**config.mk**
```make
export PLATFORM = sky130hd
export DESIGN_NAME = sensorHub
export DESIGN_NICKNAME = d
export VERILOG_FILES = /design/src/logic/sensorHubPkg.sv /design/src/logic/beaconCapture.sv /design/src/logic/encoderChannel.sv /design/src/logic/sensorHub.sv /design/src/logic/speedSnapshot.sv
export VERILOG_INCLUDE_DIRS = /design/src /design/src/logic
export SDC_FILE = /design/constraint.sdc
export NUM_CORES = 1
export LEC_CHECK = 0
export ABC_AREA = 0
export BUFFER_PORTS_ARGS = -buffer_cell sky130_fd_sc_hd__buf_2
export CAP_MARGIN = 20
export CORE_UTILIZATION = 45
export CTS_CLUSTER_SIZE = 30
export DETAILED_ROUTE_END_ITERATION = 8
export PLACE_DENSITY = 0.58
export REMOVE_ABC_BUFFERS = 1
export SLEW_MARGIN = 5
export SYNTH_ARGS = -nofsm -noshare
export SYNTH_HDL_FRONTEND = slang
export SYNTH_SLANG_ARGS = --single-unit
export TNS_END_PERCENT = 30
```
**constraint.sdc**
```tcl
create_clock -name CLOCK_50 -period 18.65 [get_ports CLOCK_50]
set_clock_uncertainty 0.15 [all_clocks]
set_input_delay 2.7975 -clock CLOCK_50 [delete_from_list [all_inputs] [get_ports CLOCK_50]]
set_output_delay 2.7975 -clock CLOCK_50 [all_outputs]
set_load 0.005 [all_outputs]
```
**src/logic/sensorHub_params.svh**
```systemverilog
`ifndef SENSORHUB_PARAMS_SVH
`define SENSORHUB_PARAMS_SVH

// ==============================
// datapath widths
// ==============================
`define SPEED_W 16               // speed value and edge counters
`define POS_W 16                 // turret position

`define NUM_ENC 7                // quadrature channels
`define NUM_SWITCH 5             // limit switches

// measurement window, 10 ms at 50 MHz
`define SPEED_WINDOW_CYCLES 500000

// turret ticks without beacon light that close a pulse
`define GLITCH_TICKS 20

// channel order: propLeft, propRight, rakeLeft, rakeRight, gripper, odoLeft, odoRight
// right propulsion wheel and left odometer count backwards
`define DIR_INVERT 7'b010_0010

`endif

```
**src/logic/sensorHubPkg.sv**
```systemverilog
`default_nettype none
`include "sensorHub_params.svh"

package sensorHubPkg;

	// ==============================
	// field types
	// ==============================
	typedef logic [`SPEED_W-1:0] speedT;
	typedef logic [`POS_W-1:0] positionT;
	typedef logic [`NUM_ENC-1:0] encBitsT;      // one bit per encoder channel
	typedef logic [`NUM_SWITCH-1:0] switchT;

	// beacon pulse tracking
	typedef enum logic [1:0] {
		beaconIdle,
		beaconReceiving,
		beaconGap                                // light lost, maybe only a dropout
	} beaconStateT;

	// one report per measurement window
	typedef struct packed {
		speedT [`NUM_ENC-1:0] speeds;
		encBitsT directions;
		positionT beaconStart;
		positionT beaconEnd;
		logic turnFlag;
		switchT limitSwitch;
		logic startCord;
		logic robotId;
		logic overrun;                           // at least one window dropped before this one
	} sensorReportT;

endpackage

`default_nettype wire

```
**src/logic/beaconCapture.sv**
```systemverilog
`timescale 1ns/1ns
`default_nettype none
`include "sensorHub_params.svh"

module beaconCapture (
	input  logic                   CLOCK_50,
	input  logic                   reset,
	input  logic                   beaconSign,
	input  logic                   beaconSync,
	input  logic                   turretA,
	output sensorHubPkg::positionT beaconStart,
	output sensorHubPkg::positionT beaconEnd,
	output logic                   turnFlag
);

	localparam int signIdx = 0;
	localparam int syncIdx = 1;
	localparam int turretIdx = 2;
	localparam int gapW = $clog2(`GLITCH_TICKS + 1);

	logic [2:0] syncStage1;
	logic [2:0] syncStage2;
	logic [2:0] prevLevel;
	logic [2:0] rise;
	logic signFall;
	sensorHubPkg::positionT position;
	sensorHubPkg::positionT startPos;
	sensorHubPkg::positionT endPos;
	logic [gapW-1:0] gapTicks;
	sensorHubPkg::beaconStateT state;

	// ==============================
	// synchronizers and edge detect
	// ==============================
	always_ff @(posedge CLOCK_50 or posedge reset) begin
		if (reset) begin
			syncStage1 <= '0;
			syncStage2 <= '0;
			prevLevel <= '0;
		end else begin
			syncStage1 <= {turretA, beaconSync, beaconSign};
			syncStage2 <= syncStage1;
			prevLevel <= syncStage2;
		end
	end

	assign rise = syncStage2 & ~prevLevel;
	assign signFall = ~syncStage2[signIdx] & prevLevel[signIdx];

	// turret position, zeroed once per revolution
	always_ff @(posedge CLOCK_50 or posedge reset) begin
		if (reset) begin
			position <= '0;
			turnFlag <= 1'b0;
		end else if (rise[syncIdx]) begin
			position <= '0;
			turnFlag <= ~turnFlag;
		end else if (rise[turretIdx]) begin
			position <= position + 1'b1;
		end
	end

	// ==============================
	// beacon pulse FSM
	// ==============================
	always_ff @(posedge CLOCK_50 or posedge reset) begin
		if (reset) begin
			state <= sensorHubPkg::beaconIdle;
			gapTicks <= '0;
			beaconStart <= '0;
			beaconEnd <= '0;
		end else begin
			case (state)
				sensorHubPkg::beaconIdle: begin
					if (rise[signIdx])
						state <= sensorHubPkg::beaconReceiving;
				end
				sensorHubPkg::beaconReceiving: begin
					if (signFall) begin
						gapTicks <= '0;
						state <= sensorHubPkg::beaconGap;
					end
				end
				sensorHubPkg::beaconGap: begin
					if (syncStage2[signIdx]) begin
						state <= sensorHubPkg::beaconReceiving; // dropout bridged
					end else if (rise[turretIdx]) begin
						if (gapTicks == gapW'(`GLITCH_TICKS - 1)) begin
							beaconStart <= startPos;
							beaconEnd <= endPos;
							state <= sensorHubPkg::beaconIdle;
						end else begin
							gapTicks <= gapTicks + 1'b1;
						end
					end
				end
				default: state <= sensorHubPkg::beaconIdle;
			endcase
		end
	end

	// tentative positions, published only when the gap times out
	always_ff @(posedge CLOCK_50) begin
		if (state == sensorHubPkg::beaconIdle && rise[signIdx])
			startPos <= position;
		if (state == sensorHubPkg::beaconReceiving && signFall)
			endPos <= position;
	end

	stateLegal: assert property (@(posedge CLOCK_50) disable iff (reset)
		state inside {sensorHubPkg::beaconIdle, sensorHubPkg::beaconReceiving,
			sensorHubPkg::beaconGap});

endmodule

`default_nettype wire

```
**src/logic/encoderChannel.sv**
```systemverilog
`timescale 1ns/1ns
`default_nettype none
`include "sensorHub_params.svh"

module encoderChannel #(
	parameter bit invertDirection = 1'b0
) (
	input  logic                CLOCK_50,
	input  logic                reset,
	input  logic                encA,
	input  logic                encB,
	input  logic                windowEnd,
	output sensorHubPkg::speedT speed,
	output logic                direction
);

	logic [1:0] aSync;
	logic [1:0] bSync;
	logic aPrev;
	logic bPrev;
	logic aRise;
	logic bRise;
	sensorHubPkg::speedT cntA;
	sensorHubPkg::speedT cntB;
	logic [`SPEED_W:0] edgeSum;                  // one extra bit so the sum cannot wrap

	// ==============================
	// synchronizers and edge detect
	// ==============================
	always_ff @(posedge CLOCK_50 or posedge reset) begin
		if (reset) begin
			aSync <= '0;
			bSync <= '0;
			aPrev <= 1'b0;
			bPrev <= 1'b0;
		end else begin
			aSync <= {aSync[0], encA};
			bSync <= {bSync[0], encB};
			aPrev <= aSync[1];
			bPrev <= bSync[1];
		end
	end

	assign aRise = aSync[1] & ~aPrev;
	assign bRise = bSync[1] & ~bPrev;
	assign edgeSum = {1'b0, cntA} + {1'b0, cntB};

	// edge counters, saturating
	always_ff @(posedge CLOCK_50 or posedge reset) begin
		if (reset) begin
			cntA <= '0;
			cntB <= '0;
			speed <= '0;
		end else if (windowEnd) begin
			speed <= edgeSum[`SPEED_W:1];        // halved sum of both phases
			cntA <= sensorHubPkg::speedT'(aRise); // coinciding edge opens the next window
			cntB <= sensorHubPkg::speedT'(bRise);
		end else begin
			if (aRise && cntA != '1)
				cntA <= cntA + 1'b1;
			if (bRise && cntB != '1)
				cntB <= cntB + 1'b1;
		end
	end

	// B level seen at each rise of A
	always_ff @(posedge CLOCK_50 or posedge reset) begin
		if (reset)
			direction <= 1'b0;
		else if (aRise)
			direction <= bSync[1] ^ invertDirection;
	end

endmodule

`default_nettype wire

```
**src/logic/sensorHub.sv**
```systemverilog
`timescale 1ns/1ns
`default_nettype none
`include "sensorHub_params.svh"

module sensorHub #(
	parameter int windowCycles = `SPEED_WINDOW_CYCLES
) (
	input  logic                        CLOCK_50,
	input  logic                        reset,
	input  sensorHubPkg::encBitsT      encA,
	input  sensorHubPkg::encBitsT      encB,
	input  logic                        beaconSign,
	input  logic                        beaconSync,
	input  logic                        turretA,
	input  sensorHubPkg::switchT       limitSwitch,
	input  logic                        startCord,
	input  logic                        robotId,
	output sensorHubPkg::sensorReportT report,
	output logic                        reportValid,
	input  logic                        reportReady
);

	localparam sensorHubPkg::encBitsT dirInvert = `DIR_INVERT;

	sensorHubPkg::speedT [`NUM_ENC-1:0] speeds;
	sensorHubPkg::encBitsT directions;
	sensorHubPkg::positionT beaconStart;
	sensorHubPkg::positionT beaconEnd;
	logic turnFlag;
	logic windowEnd;

	// ==============================
	// encoder counting
	// ==============================
	genvar ch;
	generate
		for (ch = 0; ch < `NUM_ENC; ch++) begin : encGen
			encoderChannel #(
				.invertDirection(dirInvert[ch])
			) encoder (
				.CLOCK_50(CLOCK_50),
				.reset(reset),
				.encA(encA[ch]),
				.encB(encB[ch]),
				.windowEnd(windowEnd),
				.speed(speeds[ch]),
				.direction(directions[ch])
			);
		end
	endgenerate

	// beacon glitch handling
	beaconCapture beacon (
		.CLOCK_50(CLOCK_50),
		.reset(reset),
		.beaconSign(beaconSign),
		.beaconSync(beaconSync),
		.turretA(turretA),
		.beaconStart(beaconStart),
		.beaconEnd(beaconEnd),
		.turnFlag(turnFlag)
	);

	// data assembly toward the host
	speedSnapshot #(
		.windowCycles(windowCycles)
	) snapshot (
		.CLOCK_50(CLOCK_50),
		.reset(reset),
		.speeds(speeds),
		.directions(directions),
		.beaconStart(beaconStart),
		.beaconEnd(beaconEnd),
		.turnFlag(turnFlag),
		.limitSwitch(limitSwitch),
		.startCord(startCord),
		.robotId(robotId),
		.windowEnd(windowEnd),
		.report(report),
		.reportValid(reportValid),
		.reportReady(reportReady)
	);

endmodule

`default_nettype wire

```
**src/logic/speedSnapshot.sv**
```systemverilog
`timescale 1ns/1ns
`default_nettype none
`include "sensorHub_params.svh"

module speedSnapshot #(
	parameter int windowCycles = `SPEED_WINDOW_CYCLES
) (
	input  logic                                CLOCK_50,
	input  logic                                reset,
	input  sensorHubPkg::speedT [`NUM_ENC-1:0] speeds,
	input  sensorHubPkg::encBitsT              directions,
	input  sensorHubPkg::positionT             beaconStart,
	input  sensorHubPkg::positionT             beaconEnd,
	input  logic                                turnFlag,
	input  sensorHubPkg::switchT               limitSwitch,
	input  logic                                startCord,
	input  logic                                robotId,
	output logic                                windowEnd,
	output sensorHubPkg::sensorReportT         report,
	output logic                                reportValid,
	input  logic                                reportReady
);

	localparam int timerW = $clog2(windowCycles);
	localparam int miscW = `NUM_SWITCH + 2;      // switches, cord and id

	logic [timerW-1:0] timer;
	logic [miscW-1:0] miscSync1;
	logic [miscW-1:0] miscSync2;
	logic [miscW-1:0] miscHold;
	logic windowEndD;
	logic canLoad;
	logic overrunFlag;

	// ==============================
	// window timer
	// ==============================
	always_ff @(posedge CLOCK_50 or posedge reset) begin
		if (reset) begin
			timer <= '0;
			windowEndD <= 1'b0;
			miscSync1 <= '0;
			miscSync2 <= '0;
		end else begin
			timer <= windowEnd ? '0 : timer + 1'b1;
			windowEndD <= windowEnd;             // channels load speed on windowEnd
			miscSync1 <= {limitSwitch, startCord, robotId};
			miscSync2 <= miscSync1;
		end
	end

	assign windowEnd = (timer == timerW'(windowCycles - 1));
	assign canLoad = ~reportValid | reportReady;

	always_ff @(posedge CLOCK_50) begin
		if (windowEnd)
			miscHold <= miscSync2;
	end

	// handshake and overrun bookkeeping
	always_ff @(posedge CLOCK_50 or posedge reset) begin
		if (reset) begin
			reportValid <= 1'b0;
			overrunFlag <= 1'b0;
		end else if (windowEndD) begin
			if (canLoad) begin
				reportValid <= 1'b1;
				overrunFlag <= 1'b0;             // moves into the new report
			end else begin
				overrunFlag <= 1'b1;             // host still busy, window lost
			end
		end else if (reportValid && reportReady) begin
			reportValid <= 1'b0;
		end
	end

	always_ff @(posedge CLOCK_50) begin
		if (windowEndD && canLoad) begin
			report.speeds <= speeds;
			report.directions <= directions;
			report.beaconStart <= beaconStart;
			report.beaconEnd <= beaconEnd;
			report.turnFlag <= turnFlag;
			report.limitSwitch <= miscHold[miscW-1:2];
			report.startCord <= miscHold[1];
			report.robotId <= miscHold[0];
			report.overrun <= overrunFlag;
		end
	end

	reportHeld: assert property (@(posedge CLOCK_50) disable iff (reset)
		reportValid && !reportReady |=> reportValid && $stable(report));

	windowPulse: assert property (@(posedge CLOCK_50) disable iff (reset)
		windowEnd |=> !windowEnd);

endmodule

`default_nettype wire

```
# After elaboration in Yosys (flattened, before gate mapping)
# Index checks and enable logic that the tools add are counted.
# Widths: inputs -> output; s select.
[classes]
addsub = 24
eq_ne = 26
muxes = 46
bitwise = 37
reduce_logical = 40
[op_table]
columns = ["cell", "n"]
rows = [
  ["$mux 16", 30],
  ["$add 16x1->16 const B", 15],
  ["$ne 16x16->1 const B", 14],
  ["$add 16x16->17", 7],
  ["$reduce_bool 2->1", 17],
  ["$mux 5", 4],
  ["$add 19x1->19 const B", 1],
  ["$eq 19x19->1 const B", 1],
  ["$mux 19", 1],
  ["$not 1->1", 19],
  ["$logic_and 1x1->1", 18],
  ["$and 1x1->1", 15],
  ["$mux 2", 5],
  ["$pmux 5 s2", 1],
  ["$reduce_and 4->1", 2],
  ["$ne 2x1->1 const B", 3],
  ["$ne 2x2->1 const B", 3],
  ["$ne 3x1->1 const B", 2],
  ["$pmux 2 s3", 1],
  ["$add 5x1->5 const B", 1],
  ["$eq 5x5->1 const B", 1],
  ["$reduce_and 5->1", 1],
  ["$mux 1", 4],
  ["$and 3x3->3", 1],
  ["6 further kinds", 6],
]
[totals]
reg_bits = 685
input_bits = 27

# Depth between registers and ports, before layout
[depth]
depth_word = 5
depth_mapped = 9

# Modules after synthesis
# A second synthesis with hierarchy kept.
[hier_totals]
cells_unflattened = 2937
hier_area_um2 = 33370.8
[modules_own_cells]
columns = ["mod", "instances", "cells_each", "area_per_inst_um2", "seq_area_each_um2"]
rows = [
  ["encoderChannel (encGen[0].encoder ...)", 4, 351, 3387.0, 1376.3],
  ["speedSnapshot", 1, 278, 6407.4, 5915.7],
  ["encoderChannel (encGen[1].encoder ...)", 2, 327, 3136.8, 1376.3],
  ["beaconCapture", 1, 243, 3766.1, 2587.5],
  ["encoderChannel (encGen[2].encoder)", 1, 358, 3375.7, 1376.3],
]

# Worst setup path after synthesis
# No wires, ideal clock.
[synth_timing]
path_kind = "input to register"
startpoint = "in reportReady"
endpoint = "reg snapshot.report[0] (netlist name)"
setup_time_ns = 0.539
arrival_ns = 6.590
required_time_ns = 17.961
setup_slack_ns = 11.372
stages = 2
n_path_buf = 0
path_cell_list = "nand2b_1 and2_1"
[synth_between]
elab_chain_len = 2
[synth_rtl]
columns = ["element", "line_no", "text"]
rows = [
  ["start: declaration", "sensorHub.sv:20", "input logic reportReady"],
  ["$or 1x1->1", "speedSnapshot.sv:53", "assign canLoad = ~reportValid | reportReady;"],
  ["$logic_and 1x1->1", "speedSnapshot.sv:78", "if (windowEndD && canLoad) begin"],
]
# Every way passes these cells.
# A chain may end at the register's enable or synchronous reset.

==> impl_metrics.ini <==
[layout]
fin_util_pct = 51.8
diodes = 0
fin_nets = 3094
drive_gt1_share_pct = 13.0
fillCellCount = 5994
multi_input_area_um2 = 12500
syn2layout_area_growth_pct = 14.1
regArea_um2 = 18100
layout_commonest_cell = dfrtp_1
final_cell_mix = dfrtp_1, nor2_1, nand2_1
final_area_um2 = 35500

[place]
io_buffers = 187
place_congestion = 0.847
hpwl_um = 43000
place_area_um2 = 32900

[global_route]
antenna_found_initial = 0
grt_pass1_wl_um = 106000
busiest_layer = met2
grtUsageTotal_pct = 18.5
grtUsageMet2_pct = 30.6
use_met3_pct = 3.19
grt_overflow = 0
grt_start_max_net_pins = 163
met1_usage_pct = 24.8
grt_pass1_vias = 20700

[critical_path]
crit_required_ns = 19.10
crit_fanout = 155
critical_path_class = input port to asynchronous set/reset pin
start_kind = input port
endpoint_kind = asynchronous set/reset pin
arrival_ns = 5.78

[flow_run]
cap_violations = 0

[power_and_ir_drop]
sw_frac_of_total_pct = 27.0
p_seq_share_pct = 47.2
net-switching-power_mw = 1.00
p_total_mw = 3.71
p_per_area_nw_per_um2 = 105
power.leakage_nw = 16.3
p_int_mw = 2.71
vdd_ir_drop_max_mv = 0.0645
power_frac_clock_pct = 40.5
pwr-share-comb_pct = 12.3

[timing]
period_share_pct = 28.6
hold_viol_final = 0
tightest_slew_ns = 0.990
slew_headroom_pct = 34.0
rsz0062_at_grt = no
fin_tns_setup_ns = 0
fin_crit_ns = 5.33
setup_viol = 0
drv_slew = 0
max_freq_mhz = 188

[synthesis]
async_flop_share_pct = 70.9
seq_area_frac_synth_pct = 58.3
synth.avg_cell_area_um2 = 11.4
synth_compound_area_share_pct = 8.75
synthMuxAreaShare_pct = 1.63
synth-simple-area-share_pct = 16.3
yosysWarnings = 0
synth-edff-count = 199
synth_top_family_by_area = simple AND/OR/NAND/NOR gates
synth_top_cell_by_area = dfrtp_1
synth_cell_types = 79
syn_area_um2 = 31100
synth_seq_cells = 685
synth_cells = 2737
synth_area_leaders = dfrtp_1, edfxtp_1, xor2_1
yosys.area_share.adder_pct = 5.36
yosysTopAreaCellShare_pct = 39.1
synthXorXnorAreaFrac_pct = 8.14
ys.flop_type = dfrtp_1

[drt]
viasPerCell = 5.34
antenna_left = 0
vias = 20700
drt-total-wl_um = 64000
dr.first_iter.drc_count = 1203
dr.pass1.iters = 7
wl_per_cell_um = 16.5
drc = 0

[floorplanning]
initial_core_util_pct = 45.4
fp.dieW_um = 265
die-area_um2 = 70200
num_io_pins = 188
core_area_um2 = 68500
fp-row-count = 96
die_y_um = 265

[clock_tree]
cts_made_buffers = 75
clk_latency_ns = 0.62
clk_path_buf_depth = 3
clkTransAtPathRegs_ns = 0.06
ctsHoldBuffers = 0
post_cts_buffers = 0
clockRootBuffer = clkbuf_16
cts_sinks = 685
tritoncts = built
htreeDepth = 3
cts.repair.resized = 0

[min_path]
hold_path_class = register to register

[outcome]
status = finished clean
-- flip-flops by register name (all words and copies together), names as in the netlist, 16 cells and up --
name,count
beacon.endPos,16
beacon.beaconStart,16
encGen.encoder.speed,112
encGen.encoder.cntB,112
beacon.startPos,16
beacon.beaconEnd,16
snapshot.report,160
beacon.position,16
encGen.encoder.cntA,112
snapshot.timer,19
-- routing by layer --
metal  up-vias  share of wire, %  wire length (um)
met3        97               3.9              2500
met5         -                 0                 0
met4         0               2.1              1380
met1     10100                46             29500
li1      10200                 -                 -
met2       335                48             30600
-- cells by family (layout without fill, tap and decap cells) --
group	count (synthesis)	in the layout
AO/OA/AOI/OAI	439	439
XOR/XNOR	289	289
adder cells (fa/ha/maj)	129	129
buffers and inverters	112	376
flip-flops	685	685
multiplexers	46	46
AND/OR/NAND/NOR	1037	1037
-- critical path, cell delays in order --
cell and delay [ns]:
buf_2 0.13, inv_8 0.54, buf_12 0.70, buf_12 0.53, buf_4 0.84
-- power groups by stage --
stage                     clock network [mW]  logic, mW  registers, mW
after detailed placement                   0      0.457           1.78
final                                   1.50      0.457           1.75
after global placement                     0      0.445           1.77
after CTS                               1.55      0.462           1.75
after floorplan                            0      0.362           1.74
after global routing                    1.61      0.531           1.77
-- through the flow --
stage	std cells	setup WS, ns	hold slack [ns]
global route	3883	12.67	0.198
finish	3883	13.32	0.189
detailed placement	3743	12.36	0.186
global placement	3743	12.45	0.182
floorplan	2661	2.14	0.181
CTS	3883	13.04	0.191
-- layout make-up --
cell class	count	share of cell area, %
clock buffer	93	5.73
clock inverter	47	1.43
inverter	36	0.423
multi-input combinational	1940	35.2
sequential	685	51.1
tap	882	3.11
timing repair buffer	200	2.98
-- cell usage after synthesis (all sizes together), types with 36 or more instances --
cell type	number
a21o	40
a21oi	109
and3	47
buf	41
dfrtp	486
edfxtp	199
ha	122
inv	36
mux2	36
nand2	279
nand3	129
nand4	81
nor2	278
nor3	39
o21ai	159
or3	39
xnor2	108
xor2	181
-- path summary, 6_finish.rpt --
path	from	endpoint	slack, ns	depth (start not counted)
max	reset	encGen[1].encoder.cntA[2]	13.32	5
min	beacon.syncStage1[0]	beacon.syncStage2[0]	0.19	0
max reg2reg	snapshot.timer[6]	encGen[0].encoder.speed[3]	14.72	6
min reg2reg	beacon.syncStage1[0]	beacon.syncStage2[0]	0.19	0
max in group CLOCK_50	snapshot.report[41]	report[41]	14.34	1
min in group asynchronous	reset	encGen[4].encoder.speed[15]	2.19	2
Power figures use the tool's default switching activity.
